**src/design/nocRouter_consts.svh**
```systemverilog
`default_nettype none

`ifndef NOCROUTER_CONSTS_SVH
`define NOCROUTER_CONSTS_SVH

// input ports on one output channel.
`define PORT_COUNT 5

// flit field widths.
`define LENGTH_WIDTH 12
`define PAYLOAD_WIDTH 32
`define KIND_WIDTH 3

`endif

`default_nettype wire

```
**src/design/nocPkg.sv**
```systemverilog
`include "nocRouter_consts.svh"
`default_nettype none

package nocPkg;

  // one-hot flit kind codes.
  typedef enum logic [`KIND_WIDTH-1:0] {
    kindHeader = 3'b001,
    kindBody   = 3'b010,
    kindTail   = 3'b100
  } flitKind;

  // input ports in priority order.
  typedef enum logic [2:0] {
    portLocal,
    portNorth,
    portEast,
    portWest,
    portSouth
  } portIndex;

  // length counts every flit of the packet, header included.
  typedef struct packed {
    flitKind                     kind;
    logic [`LENGTH_WIDTH-1:0]    length;
    logic [`PAYLOAD_WIDTH-1:0]   payload;
  } flit;

  // bit 0 is idle, bits 1 to 5 follow portIndex.
  typedef enum logic [`PORT_COUNT:0] {
    grantIdle  = 6'b000001,
    grantLocal = 6'b000010,
    grantNorth = 6'b000100,
    grantEast  = 6'b001000,
    grantWest  = 6'b010000,
    grantSouth = 6'b100000
  } grantState;

endpackage

`default_nettype wire

```
**src/design/flitLink.sv**
```systemverilog
`default_nettype none

// one four-phase flit channel.
interface flitLink;

  logic        req;
  logic        ack;
  nocPkg::flit flit;

  // flit must be stable while req is high.
  modport source (
    output req,
    output flit,
    input  ack
  );

  modport sink (
    input  req,
    input  flit,
    output ack
  );

  modport monitor (
    input req,
    input ack,
    input flit
  );

endinterface

`default_nettype wire

```
**src/design/flitCounter.sv**
```systemverilog
`include "nocRouter_consts.svh"
`default_nettype none

module flitCounter (
  input  logic                     clk,
  input  logic                     rst,
  input  logic                     granted,
  input  logic                     transferDone,
  input  nocPkg::flitKind          kind,
  input  logic [`LENGTH_WIDTH-1:0] length,
  output logic                     packetDone
);

  logic [`LENGTH_WIDTH-1:0] storedLength;
  logic [`LENGTH_WIDTH-1:0] count;

  // count restarts once the port loses its grant.
  always_ff @(posedge clk)
  begin
    if (rst)
      count <= '0;
    else if (!granted)
      count <= '0;
    else if (transferDone)
    begin
      if (kind == nocPkg::kindHeader)
        count <= `LENGTH_WIDTH'(1);
      else
        count <= count + `LENGTH_WIDTH'(1);
    end
  end

  // header carries the packet length.
  always_ff @(posedge clk)
  begin
    if (granted && transferDone && kind == nocPkg::kindHeader)
      storedLength <= length;
  end

  // zero count means no header seen yet.
  assign packetDone = (count != '0) && (count == storedLength);

endmodule

`default_nettype wire

```
**src/design/packetArbiter.sv**
```systemverilog
`include "nocRouter_consts.svh"
`default_nettype none

module packetArbiter (
  input  logic                     clk,
  input  logic                     rst,
  input  logic [`PORT_COUNT-1:0]   requests,
  input  nocPkg::flitKind          kind,
  input  logic [`LENGTH_WIDTH-1:0] length,
  input  logic                     transferDone,
  input  logic                     linkIdle,
  output nocPkg::grantState        grant
);

  logic [`PORT_COUNT-1:0] packetDone;
  nocPkg::grantState      nextGrant;
  nocPkg::portIndex       owner;
  logic                   ownerValid;

  // first requester after the owner, owner itself last.
  function automatic nocPkg::grantState nextOwner(
    input logic [`PORT_COUNT-1:0] req,
    input nocPkg::portIndex       from
  );
    int   idx;
    int   step;
    logic found;
    nextOwner = nocPkg::grantIdle;
    found = 1'b0;
    for (step = 1; step <= `PORT_COUNT; step++)
    begin
      idx = (int'(from) + step) % `PORT_COUNT;
      if (!found && req[idx])
      begin
        nextOwner = nocPkg::grantState'((`PORT_COUNT + 1)'(1) << (idx + 1));
        found = 1'b1;
      end
    end
  endfunction

  // one length counter per port.
  for (genvar i = 0; i < `PORT_COUNT; i++)
  begin : gCounters
    flitCounter counter_i (
      .clk          (clk),
      .rst          (rst),
      .granted      (grant[i + 1]),
      .transferDone (transferDone),
      .kind         (kind),
      .length       (length),
      .packetDone   (packetDone[i])
    );
  end

  // decode the port that holds the grant.
  always_comb
  begin
    ownerValid = 1'b1;
    owner = nocPkg::portLocal;
    case (grant)
      nocPkg::grantLocal: owner = nocPkg::portLocal;
      nocPkg::grantNorth: owner = nocPkg::portNorth;
      nocPkg::grantEast:  owner = nocPkg::portEast;
      nocPkg::grantWest:  owner = nocPkg::portWest;
      nocPkg::grantSouth: owner = nocPkg::portSouth;
      default:            ownerValid = 1'b0;
    endcase
  end

  // grant stays locked until the whole packet has left the switch.
  always_comb
  begin
    if (!ownerValid)
      // scanning after south puts local first.
      nextGrant = nextOwner(requests, nocPkg::portSouth);
    else if (packetDone[owner] && linkIdle)
      nextGrant = nextOwner(requests, owner);
    else
      nextGrant = grant;
  end

  always_ff @(posedge clk)
  begin
    if (rst)
      grant <= nocPkg::grantIdle;
    else
      grant <= nextGrant;
  end

endmodule

`default_nettype wire

```
**src/design/flitSwitch.sv**
```systemverilog
`include "nocRouter_consts.svh"
`default_nettype none

module flitSwitch (
  input  logic                     clk,
  input  logic                     rst,
  flitLink.sink                    inLinks [`PORT_COUNT],
  flitLink.source                  outLink,
  input  nocPkg::grantState        grant,
  output logic [`PORT_COUNT-1:0]   requests,
  output nocPkg::flitKind          grantedKind,
  output logic [`LENGTH_WIDTH-1:0] grantedLength,
  output logic                     transferDone,
  output logic                     linkIdle
);

  localparam logic [1:0] phaseIdle    = 2'd0;
  localparam logic [1:0] phaseOffer   = 2'd1;
  localparam logic [1:0] phaseAcked   = 2'd2;
  localparam logic [1:0] phaseRelease = 2'd3;

  logic [1:0]             phase;
  nocPkg::flit            inFlits [`PORT_COUNT];
  nocPkg::flit            selectedFlit;
  nocPkg::flit            offerFlit;
  logic                   offerReq;
  logic [`PORT_COUNT-1:0] ackVec;
  logic [`PORT_COUNT-1:0] grantedPort;
  logic                   grantedReq;

  assign grantedPort = grant[`PORT_COUNT:1];

  for (genvar i = 0; i < `PORT_COUNT; i++)
  begin : gInputs
    assign requests[i] = inLinks[i].req;
    assign inFlits[i] = inLinks[i].flit;
    assign inLinks[i].ack = ackVec[i];
  end

  assign grantedReq = |(requests & grantedPort);

  // and-or mux on the one-hot grant.
  always_comb
  begin
    selectedFlit = '0;
    for (int i = 0; i < `PORT_COUNT; i++)
    begin
      if (grantedPort[i])
        selectedFlit = inFlits[i];
    end
  end

  // input handshake completes only after the output side has released.
  always_ff @(posedge clk)
  begin
    if (rst)
    begin
      phase <= phaseIdle;
      offerReq <= 1'b0;
      ackVec <= '0;
    end
    else
    begin
      case (phase)
        phaseIdle:
          if (grantedReq)
          begin
            offerReq <= 1'b1;
            phase <= phaseOffer;
          end
        phaseOffer:
          if (outLink.ack)
          begin
            offerReq <= 1'b0;
            ackVec <= grantedPort;
            phase <= phaseAcked;
          end
        phaseAcked:
          phase <= phaseRelease;
        default:
          if (!grantedReq && !outLink.ack)
          begin
            ackVec <= '0;
            phase <= phaseIdle;
          end
      endcase
    end
  end

  always_ff @(posedge clk)
  begin
    if (phase == phaseIdle && grantedReq)
      offerFlit <= selectedFlit;
  end

  assign outLink.req = offerReq;
  assign outLink.flit = offerFlit;

  // counters see the flit that just crossed.
  assign grantedKind = offerFlit.kind;
  assign grantedLength = offerFlit.length;
  assign transferDone = (phase == phaseAcked);

  // also high on the cycle the release finishes, so grant and phase move together.
  assign linkIdle = !grantedReq &&
                    ((phase == phaseIdle) || (phase == phaseRelease && !outLink.ack));

endmodule

`default_nettype wire

```
**src/design/routerOutputPort.sv**
```systemverilog
`include "nocRouter_consts.svh"
`default_nettype none

module routerOutputPort (
  input  logic                      clk,
  input  logic                      rst,
  input  logic [`PORT_COUNT-1:0]    inReq,
  output logic [`PORT_COUNT-1:0]    inAck,
  input  logic [`KIND_WIDTH-1:0]    inKind [`PORT_COUNT],
  input  logic [`LENGTH_WIDTH-1:0]  inLength [`PORT_COUNT],
  input  logic [`PAYLOAD_WIDTH-1:0] inPayload [`PORT_COUNT],
  output logic                      outReq,
  input  logic                      outAck,
  output logic [`KIND_WIDTH-1:0]    outKind,
  output logic [`LENGTH_WIDTH-1:0]  outLength,
  output logic [`PAYLOAD_WIDTH-1:0] outPayload
);

  logic [`PORT_COUNT-1:0]   requests;
  nocPkg::grantState        grant;
  nocPkg::flitKind          grantedKind;
  logic [`LENGTH_WIDTH-1:0] grantedLength;
  logic                     transferDone;
  logic                     linkIdle;

  flitLink inLinks [`PORT_COUNT] ();
  flitLink outLink ();

  // plain input arrays onto the links.
  for (genvar i = 0; i < `PORT_COUNT; i++)
  begin : gInputs
    assign inLinks[i].req = inReq[i];
    assign inLinks[i].flit.kind = nocPkg::flitKind'(inKind[i]);
    assign inLinks[i].flit.length = inLength[i];
    assign inLinks[i].flit.payload = inPayload[i];
    assign inAck[i] = inLinks[i].ack;
  end

  assign outReq = outLink.req;
  assign outKind = outLink.flit.kind;
  assign outLength = outLink.flit.length;
  assign outPayload = outLink.flit.payload;
  assign outLink.ack = outAck;

  packetArbiter arbiter_i (
    .clk          (clk),
    .rst          (rst),
    .requests     (requests),
    .kind         (grantedKind),
    .length       (grantedLength),
    .transferDone (transferDone),
    .linkIdle     (linkIdle),
    .grant        (grant)
  );

  flitSwitch switch_i (
    .clk           (clk),
    .rst           (rst),
    .inLinks       (inLinks),
    .outLink       (outLink),
    .grant         (grant),
    .requests      (requests),
    .grantedKind   (grantedKind),
    .grantedLength (grantedLength),
    .transferDone  (transferDone),
    .linkIdle      (linkIdle)
  );

endmodule

`default_nettype wire

```
**config.mk**
```make
export PLATFORM = sky130hd
export DESIGN_NAME = routerOutputPort
export DESIGN_NICKNAME = d
export VERILOG_FILES = /design/src/design/nocPkg.sv /design/src/design/flitLink.sv /design/src/design/flitCounter.sv /design/src/design/packetArbiter.sv /design/src/design/flitSwitch.sv /design/src/design/routerOutputPort.sv
export VERILOG_INCLUDE_DIRS = /design/src /design/src/design
export SDC_FILE = /design/constraint.sdc
export NUM_CORES = 1
export LEC_CHECK = 0
export ABC_AREA = 1
export BUFFER_PORTS_ARGS = -buffer_cell sky130_fd_sc_hd__buf_2
export CAP_MARGIN = 10
export CORE_ASPECT_RATIO = 0.7
export CORE_MARGIN = 10
export CORE_UTILIZATION = 50
export DETAILED_ROUTE_END_ITERATION = 10
export PLACE_DENSITY = 0.78
export SLEW_MARGIN = 20
export SYNTH_ARGS = -nofsm -noshare
export SYNTH_HDL_FRONTEND = slang
export SYNTH_SLANG_ARGS = --single-unit
```
**constraint.sdc**
```tcl
create_clock -name clk -period 4.35 [get_ports clk]
set_input_delay 1.305 -clock clk [delete_from_list [all_inputs] [get_ports clk]]
set_output_delay 1.305 -clock clk [all_outputs]
set_load 0.03 [all_outputs]
```
==> results of run 1 <==
[repair_timing]
action / 4_1_cts / 5_1_grt
pin swaps: 1 / 82
endpoints found under the setup margin: 6 / 6
resized for setup: 8 / 134
setup buffers: 1 / 45
[cell families (layout without fill, tap and decap cells)]
| logic type | Yosys count | in the layout | share of synthesized area, % |
|---|---|---|---|
| XOR/XNOR | 52 | 52 | 3.950 |
| flip-flops | 181 | 181 | 38.50 |
| adder cells (fa/ha/maj) | 47 | 47 | 4.822 |
| AND/OR/NAND/NOR | 844 | 844 | 32.42 |
| AO/OA/AOI/OAI | 238 | 238 | 12.93 |
| other | 0 | 12 | 0 |
| buffers and inverters | 229 | 581 | 7.377 |
[per-layer routing]
layer / global-route usage, % / wire (um) / vias to the layer above
met1: 33.47 / 17430 / 5953
li1: - / - / 6120
met4: 7.967 / 1071 / 10
met3: 7.750 / 4760 / 102
met2: 42.35 / 20860 / 696
met5: 0 / 69 / -
[sequential cells by signal, indices dropped and copies added (netlist names)]
name / count
switch_i.phase: 2
switch_i.grantedKind: 3
switch_i.outLink.flit: 32
arbiter_i.gCounters.counter_i.count: 60
switch_i.ackVec: 5
switch_i.outLink.req: 1
switch_i.grantedLength: 12
arbiter_i.gCounters.counter_i.storedLength: 60
arbiter_i.grant: 6
[metrics by stage]
step                setup TNS [ns]  worst slack (ns)  cells
finish                           0           0.08655   2273
global route               -0.3048           -0.1275   2269
CTS                       -0.01709          -0.01709   2216
detailed placement         -0.5876           -0.1936   2183
global placement           -0.3400          -0.09034   2183
floorplan                        0            0.2004   1591
[Yosys cell counts, drive strengths merged, types with 13 or more instances]
cell type    n  area, sq um
inv        177        664.4
xor2        27        262.8
dfxtp       74         1481
a31oi       13        81.33
edfxtp     107         3213
a21oi       61        324.1
clkbuf      34        127.6
nor3        43        230.2
o21ai       72        405.4
buf         17        103.9
nor2       144        608.1
nor4        15        100.1
ha          47        588.1
nand2      451         1782
a22o        47        411.6
xnor2       25        219.0
nand4       90        590.6
nand3       78        480.5
[how the worst min path moves through the flow]
stage | from | endpoint | slack [ns] | cells after the start
finish | arbiter_i.gCounters[0].counter_i.count[9] | arbiter_i.gCounters[0].counter_i.count[9] | 0.45 | 1
global route | arbiter_i.gCounters[0].counter_i.count[9] | arbiter_i.gCounters[0].counter_i.count[9] | 0.47 | 1
CTS | arbiter_i.gCounters[0].counter_i.count[9] | arbiter_i.gCounters[0].counter_i.count[9] | 0.46 | 1
detailed placement | arbiter_i.gCounters[0].counter_i.count[9] | arbiter_i.gCounters[0].counter_i.count[9] | 0.45 | 1
global placement | arbiter_i.gCounters[0].counter_i.count[9] | arbiter_i.gCounters[0].counter_i.count[9] | 0.43 | 1
floorplan | arbiter_i.gCounters[0].counter_i.count[9] | arbiter_i.gCounters[0].counter_i.count[9] | 0.42 | 1
[worst max-delay path: cells and delay by family, from the launching register on]
family	cells	cell delay, ns
compound gates	2	0.24
xor+xnor	1	0.19
fa+ha+maj	2	0.39
buf+inv	7	0.78
flops	1	0.41
simple gates	21	2.19
[power breakdown]
part           switching, mW  internal [mW]  total [mW]
Sequential             0.305           2.37        2.67
Clock                  0.755          0.768        1.52
Combinational           3.81           1.96        5.77
Total                   4.87           5.09        9.96
[cell usage in the layout (no fill, tap or decap), types with 52 or more instances in the layout]
cell type,instances
nand4_1,87
a21oi_1,57
nand2_1,408
inv_1,150
buf_4,71
nand3_1,57
dfxtp_1,68
nor2_1,115
buf_2,295
o21ai_0,52
edfxtp_1,107
[area by class of cell]
class	count	area [sq um]	area share (%)
tap	318	397.9	2.548
multi-input combinational	1181	7137	45.70
clock buffer	17	425.4	2.724
sequential	181	4710	30.16
clock inverter	15	152.6	0.9775
inverter	178	698.2	4.471
timing repair buffer	371	2066	13.23
antenna	12	30.03	0.1923
==> impl_results.md, run 1 <==
* Cell Rows at 47
* # nets final at about 2200
* CP Max Fanout at 6
* Max-cap violation count at 0
* Worst VDD drop at 0.6460 mV
* Yosys reg bits at between 150 and 200
* Initial Util at 51.20%
* Post-synthesis net count at 1881
* Yosys warns at 0
* CTS buffer count at 17
* Critical Path Max Stage Delay at 0.41 ns
* Clk_lat worst skew at 0.44 ns
* I/O Buffers at 295
* Post-Synthesis Cells at about 1600
* Setup crit start: arbiter_i.grant[4]
* RePlAce Congestion at slightly above 1
* Hold_ws at 0.4522 ns
* Die footprint at ~31000 sq um
* Post-synth EDFFs at between 100 and 150
* Die Ht at 150.7 um
* Tot Pwr at 9.963 mW
* First-pass GRT wire length at 64350 um
* Syn_area_per_cell at 7.664 sq um
* Max transition margin at approximately a quarter
* Initial DRC count at 1300
* Per-cell routed wire length at between 15 and 20 um
* Crit path DAT at 4.64 ns
* Status: complete, no violations
* Synth-to-layout area growth at 28.06%
* Layout cells sized above 1 at 29.95%
* Final Core Density at 65.57%
* Async SR Flop Fraction at 0%
* Final routed DRC violation total at 0
* Crit path max-delay cell type: dfxtp_4
* Root Buffer: clkbuf_16
* Core region area at 23820 sq um
* Top_reg_cell synth: edfxtp_1
* CTS sink count at 181
* Slew @ Worst Pin at 1.109 ns
* Cell Pwr Density at 638.0 nW/um^2
* Vias per cell at 5.667
* DRT Pass-1 Iters at 7
* Critical path type: reg -> reg
* Hold-fix buffers, CTS at 0
* Synth unique cells at 62
* Number of fill cells in the layout at slightly below 2000
* Achievable Freq at 234.6 MHz
* Register area share after synthesis at 38.50%
* Initial antenna violation count at 17
* Area post-placement at ~14000 sq um
* HPWL after DPL at 33750 um
* Final Slew Violations at 0
* Largest net degree at the start of global routing at 50
* Post-route minimum period at 4.263 ns
* LEAKAGE at between 6 and 7 nW
* Antenna-violating nets left at 0
* Critical Path RT at ~4.7 ns
* R2R Path Start: arbiter_i.grant[4]
* Boundary Pins at 296
* R2r setup slk at 0.09 ns
* DR vias at 12881
* Clk buf depth at 2
* Final period util at 98.01%
* Final setup violation count at 0
* Vias in the first global route at 11841
* R2R cell count at 33
* Crit path to: arbiter_i.grant[0]
* RR Endpoint: arbiter_i.grant[0]
* TritonCTS clock tree: yes
* Routed WL at ~44000 um
* Synth Cell Area at 12190 sq um
* Number of hold violations in the final report at 0
* Tot GR Track Use at 26.32%
* CP Capture Type: flop
* Worst-path clk slew at 0.08 ns
* Top cell by count, worst path: nand2_1
* Design Area, Final at 15620 sq um
* Clock skew at 0.01314 ns
* Die width at about 210 um
* HP Class: reg -> reg
* Worst setup SP type: flop
* Total grt overflow at 0
* H-tree levels at 4
Note: power is estimated with default switching activity, not from simulation.
==> run 2, diff against run 1 <==
--- a/config.mk
+++ b/config.mk
@@ -9,11 +9,12 @@
 export ABC_AREA = 1
 export BUFFER_PORTS_ARGS = -buffer_cell sky130_fd_sc_hd__buf_2
 export CAP_MARGIN = 10
-export CORE_ASPECT_RATIO = 0.7
+export CORE_ASPECT_RATIO = 1.25
 export CORE_MARGIN = 10
 export CORE_UTILIZATION = 50
 export DETAILED_ROUTE_END_ITERATION = 10
 export PLACE_DENSITY = 0.78
+export REMOVE_ABC_BUFFERS = 1
 export SLEW_MARGIN = 20
 export SYNTH_ARGS = -nofsm -noshare
 export SYNTH_HDL_FRONTEND = slang
==> run 2 against run 1 <==
Clock power rose by 5%. Clock skew rose by 0.0011 ns. Total power fell by 2.2%. Non-clock buffer count fell by 17. Global-route usage fell by 0.62 points. Register-to-register slack got worse by 0.04 ns. Largest cell class unchanged. Sequential share of layout area rose by 0.74 points. Hold slack improved by 0.014 ns. Via count fell by 0.35%.
==> impl_results.md, run 2 (same netlist as run 1, synthesis figures left out) <==
* Met3 global-route usage at 5.560%
* Crit path max-delay cell type: nor4_4
* Achievable Freq at ~230 MHz
* First-pass GRT wire length at 64610 um
* Vias per cell at around 5.7
* HP Class: reg -> reg
* Clk_lat worst skew at 0.44 ns
* Initial Util at 51.06%
* Boundary Pins at 296
* Cell Pwr Density at approximately 640 nW/um^2
* Total grt overflow at 0
* Cell Rows at 63
* Clk buf depth at 2
* Most used routing layer: met2
* Clock skew at 0.01420 ns
* CP Max Fanout at 6
* Hold-fix buffers, CTS at 0
* CTS sink count at 181
* Worst setup SP type: flop
* # nets final at 2203
* Routed WL at roughly 43000 um
* Worst VDD drop at between 0.3 and 0.4 mV
* Largest net degree at the start of global routing at around 50
* CP bufs+invs at 5
* Per-cell routed wire length at 19.08 um
* Commonest non-fill, non-tap cell in the layout: nand2_1
* Root Buffer: clkbuf_16
* Final routed DRC violation total at 0
* DRT Pass-1 Iters at 5
* LEAKAGE at approximately 6.5 nW
* Hold_ws at between 0.4 and 0.5 ns
* Layout cells sized above 1 at 27.26%
* Setup TNS at 0 ns
* Max-cap violation count at 0
* CTS buffer count at 17
* Cell family with most CP delay: simple AND/OR/NAND/NOR gates
* Initial DRC count at 1065
* Die Ht at 194.6 um
* Die footprint at 31070 sq um
* DR vias at 12836
* Vias in the first global route at between 10000 and 15000
* Top cell by count, worst path: nand2_1
* R2r setup slk at 0.05 ns
* Die width at ~160 um
* Crit path DAT at roughly 4.7 ns
* Post-route minimum period at 4.304 ns
* Final Slew Violations at 0
* HPWL after DPL at 32930 um
* Number of hold violations in the final report at 0
* Met2 usage at 44.88%
* Area post-placement at 14090 sq um
* Critical Path Max Stage Delay at 0.34 ns
* Synth-to-layout area growth at 24.90%
* CP Capture Type: flop
* RePlAce Congestion at 1.001
* TritonCTS clock tree: yes
* Most frequent cells in the layout: 419 x nand2_1, 295 x buf_2, 154 x inv_1
* Worst-path clk slew at 0.08 ns
* Status: complete, no violations
* H-tree levels at 4
* Design Area, Final at about 15000 sq um
* Initial antenna violation count at 1
* Tot GR Track Use at roughly 26%
* Slew @ Worst Pin at roughly 1.0 ns
* I/O Buffers at 295
* Antenna-violating nets left at 0
* Final setup violation count at 0
* Critical path type: reg -> reg
* Critical Path RT at 4.73 ns
* Core region area at 23880 sq um
* Final Core Density at a little under two thirds
* Final period util at 98.94%
* Met1 Track Usage GR at 29.97%
* Max transition margin at 29.83%
==> run 2: changes by cell type in the layout (fill, tap and decap cells not counted), moves of 5 or more <==
cell     delta
buf_4      -15
nand2_1    +11
diode_2    -10
ha_4        -9
nand3_2     -9
ha_1        +7
nand3_1     +7
nor2_1      +7
nand2_2     -6
nand2_4     -5
==> run 2: final cells by class <==
type                    count  area (sq um)
well taps                 325         406.6
clock buffers              18         439.2
diodes                      2         5.005
multi-input cells        1181          6875
fillers                  2025          8653
repair buffers            354          1943
flip-flops and latches    181          4706
clock inverters            14         181.4
inverters                 178         674.4
==> run 2: per-layer routing <==
metal | vias to the layer above | wire length [um]
li1 | 6071 | -
met1 | 6002 | 16390
met2 | 648 | 21550
met3 | 115 | 3371
met4 | 0 | 1679
met5 | - | 0
==> run 2: stage by stage <==
step	setup slack (ns)	power, mW	std cells
after floorplan	-1.186	5.956	1540
after global placement	0.1846	7.475	2190
after detailed placement	0.06261	7.550	2190
after CTS	0.02702	9.156	2222
after global routing	-0.2398	10.31	2252
final	0.04606	9.748	2253
==> run 2: power breakdown <==
group | internal (mW) | switching, mW | leakage, nW | total [mW]
Clock | 0.845 | 0.751 | 0.302 | 1.60
Combinational | 1.79 | 3.66 | 4.60 | 5.45
Sequential | 2.37 | 0.337 | 1.59 | 2.71
Total | 5.00 | 4.75 | 6.50 | 9.75
==> run 2: final timing paths <==
check	startpoint	endpoint	cells after the start
setup reg to reg	arbiter_i.grant[1]	arbiter_i.grant[0]	31
setup / recovery	arbiter_i.grant[1]	arbiter_i.grant[0]	31
hold reg to reg	arbiter_i.gCounters[0].counter_i.count[9]	arbiter_i.gCounters[0].counter_i.count[9]	1
hold / removal	arbiter_i.gCounters[0].counter_i.count[9]	arbiter_i.gCounters[0].counter_i.count[9]	1
==> run 2: what timing repair did <==
item                                    CTS  global route
resized for setup                         0            72
endpoints found under the setup margin    0             6
buffers inserted                          0            29
==> run 2: worst register-to-register path, delay by kind of cell, from the launching register on <==
family | cells | cell delay, ns
and+or+nand+nor | 17 | 2.04
AOI/OAI and AO/OA | 5 | 0.69
adders and majority gates | 3 | 0.52
buffers and inverters | 5 | 0.49
DFF | 1 | 0.33
xor gates and xnor gates | 1 | 0.19
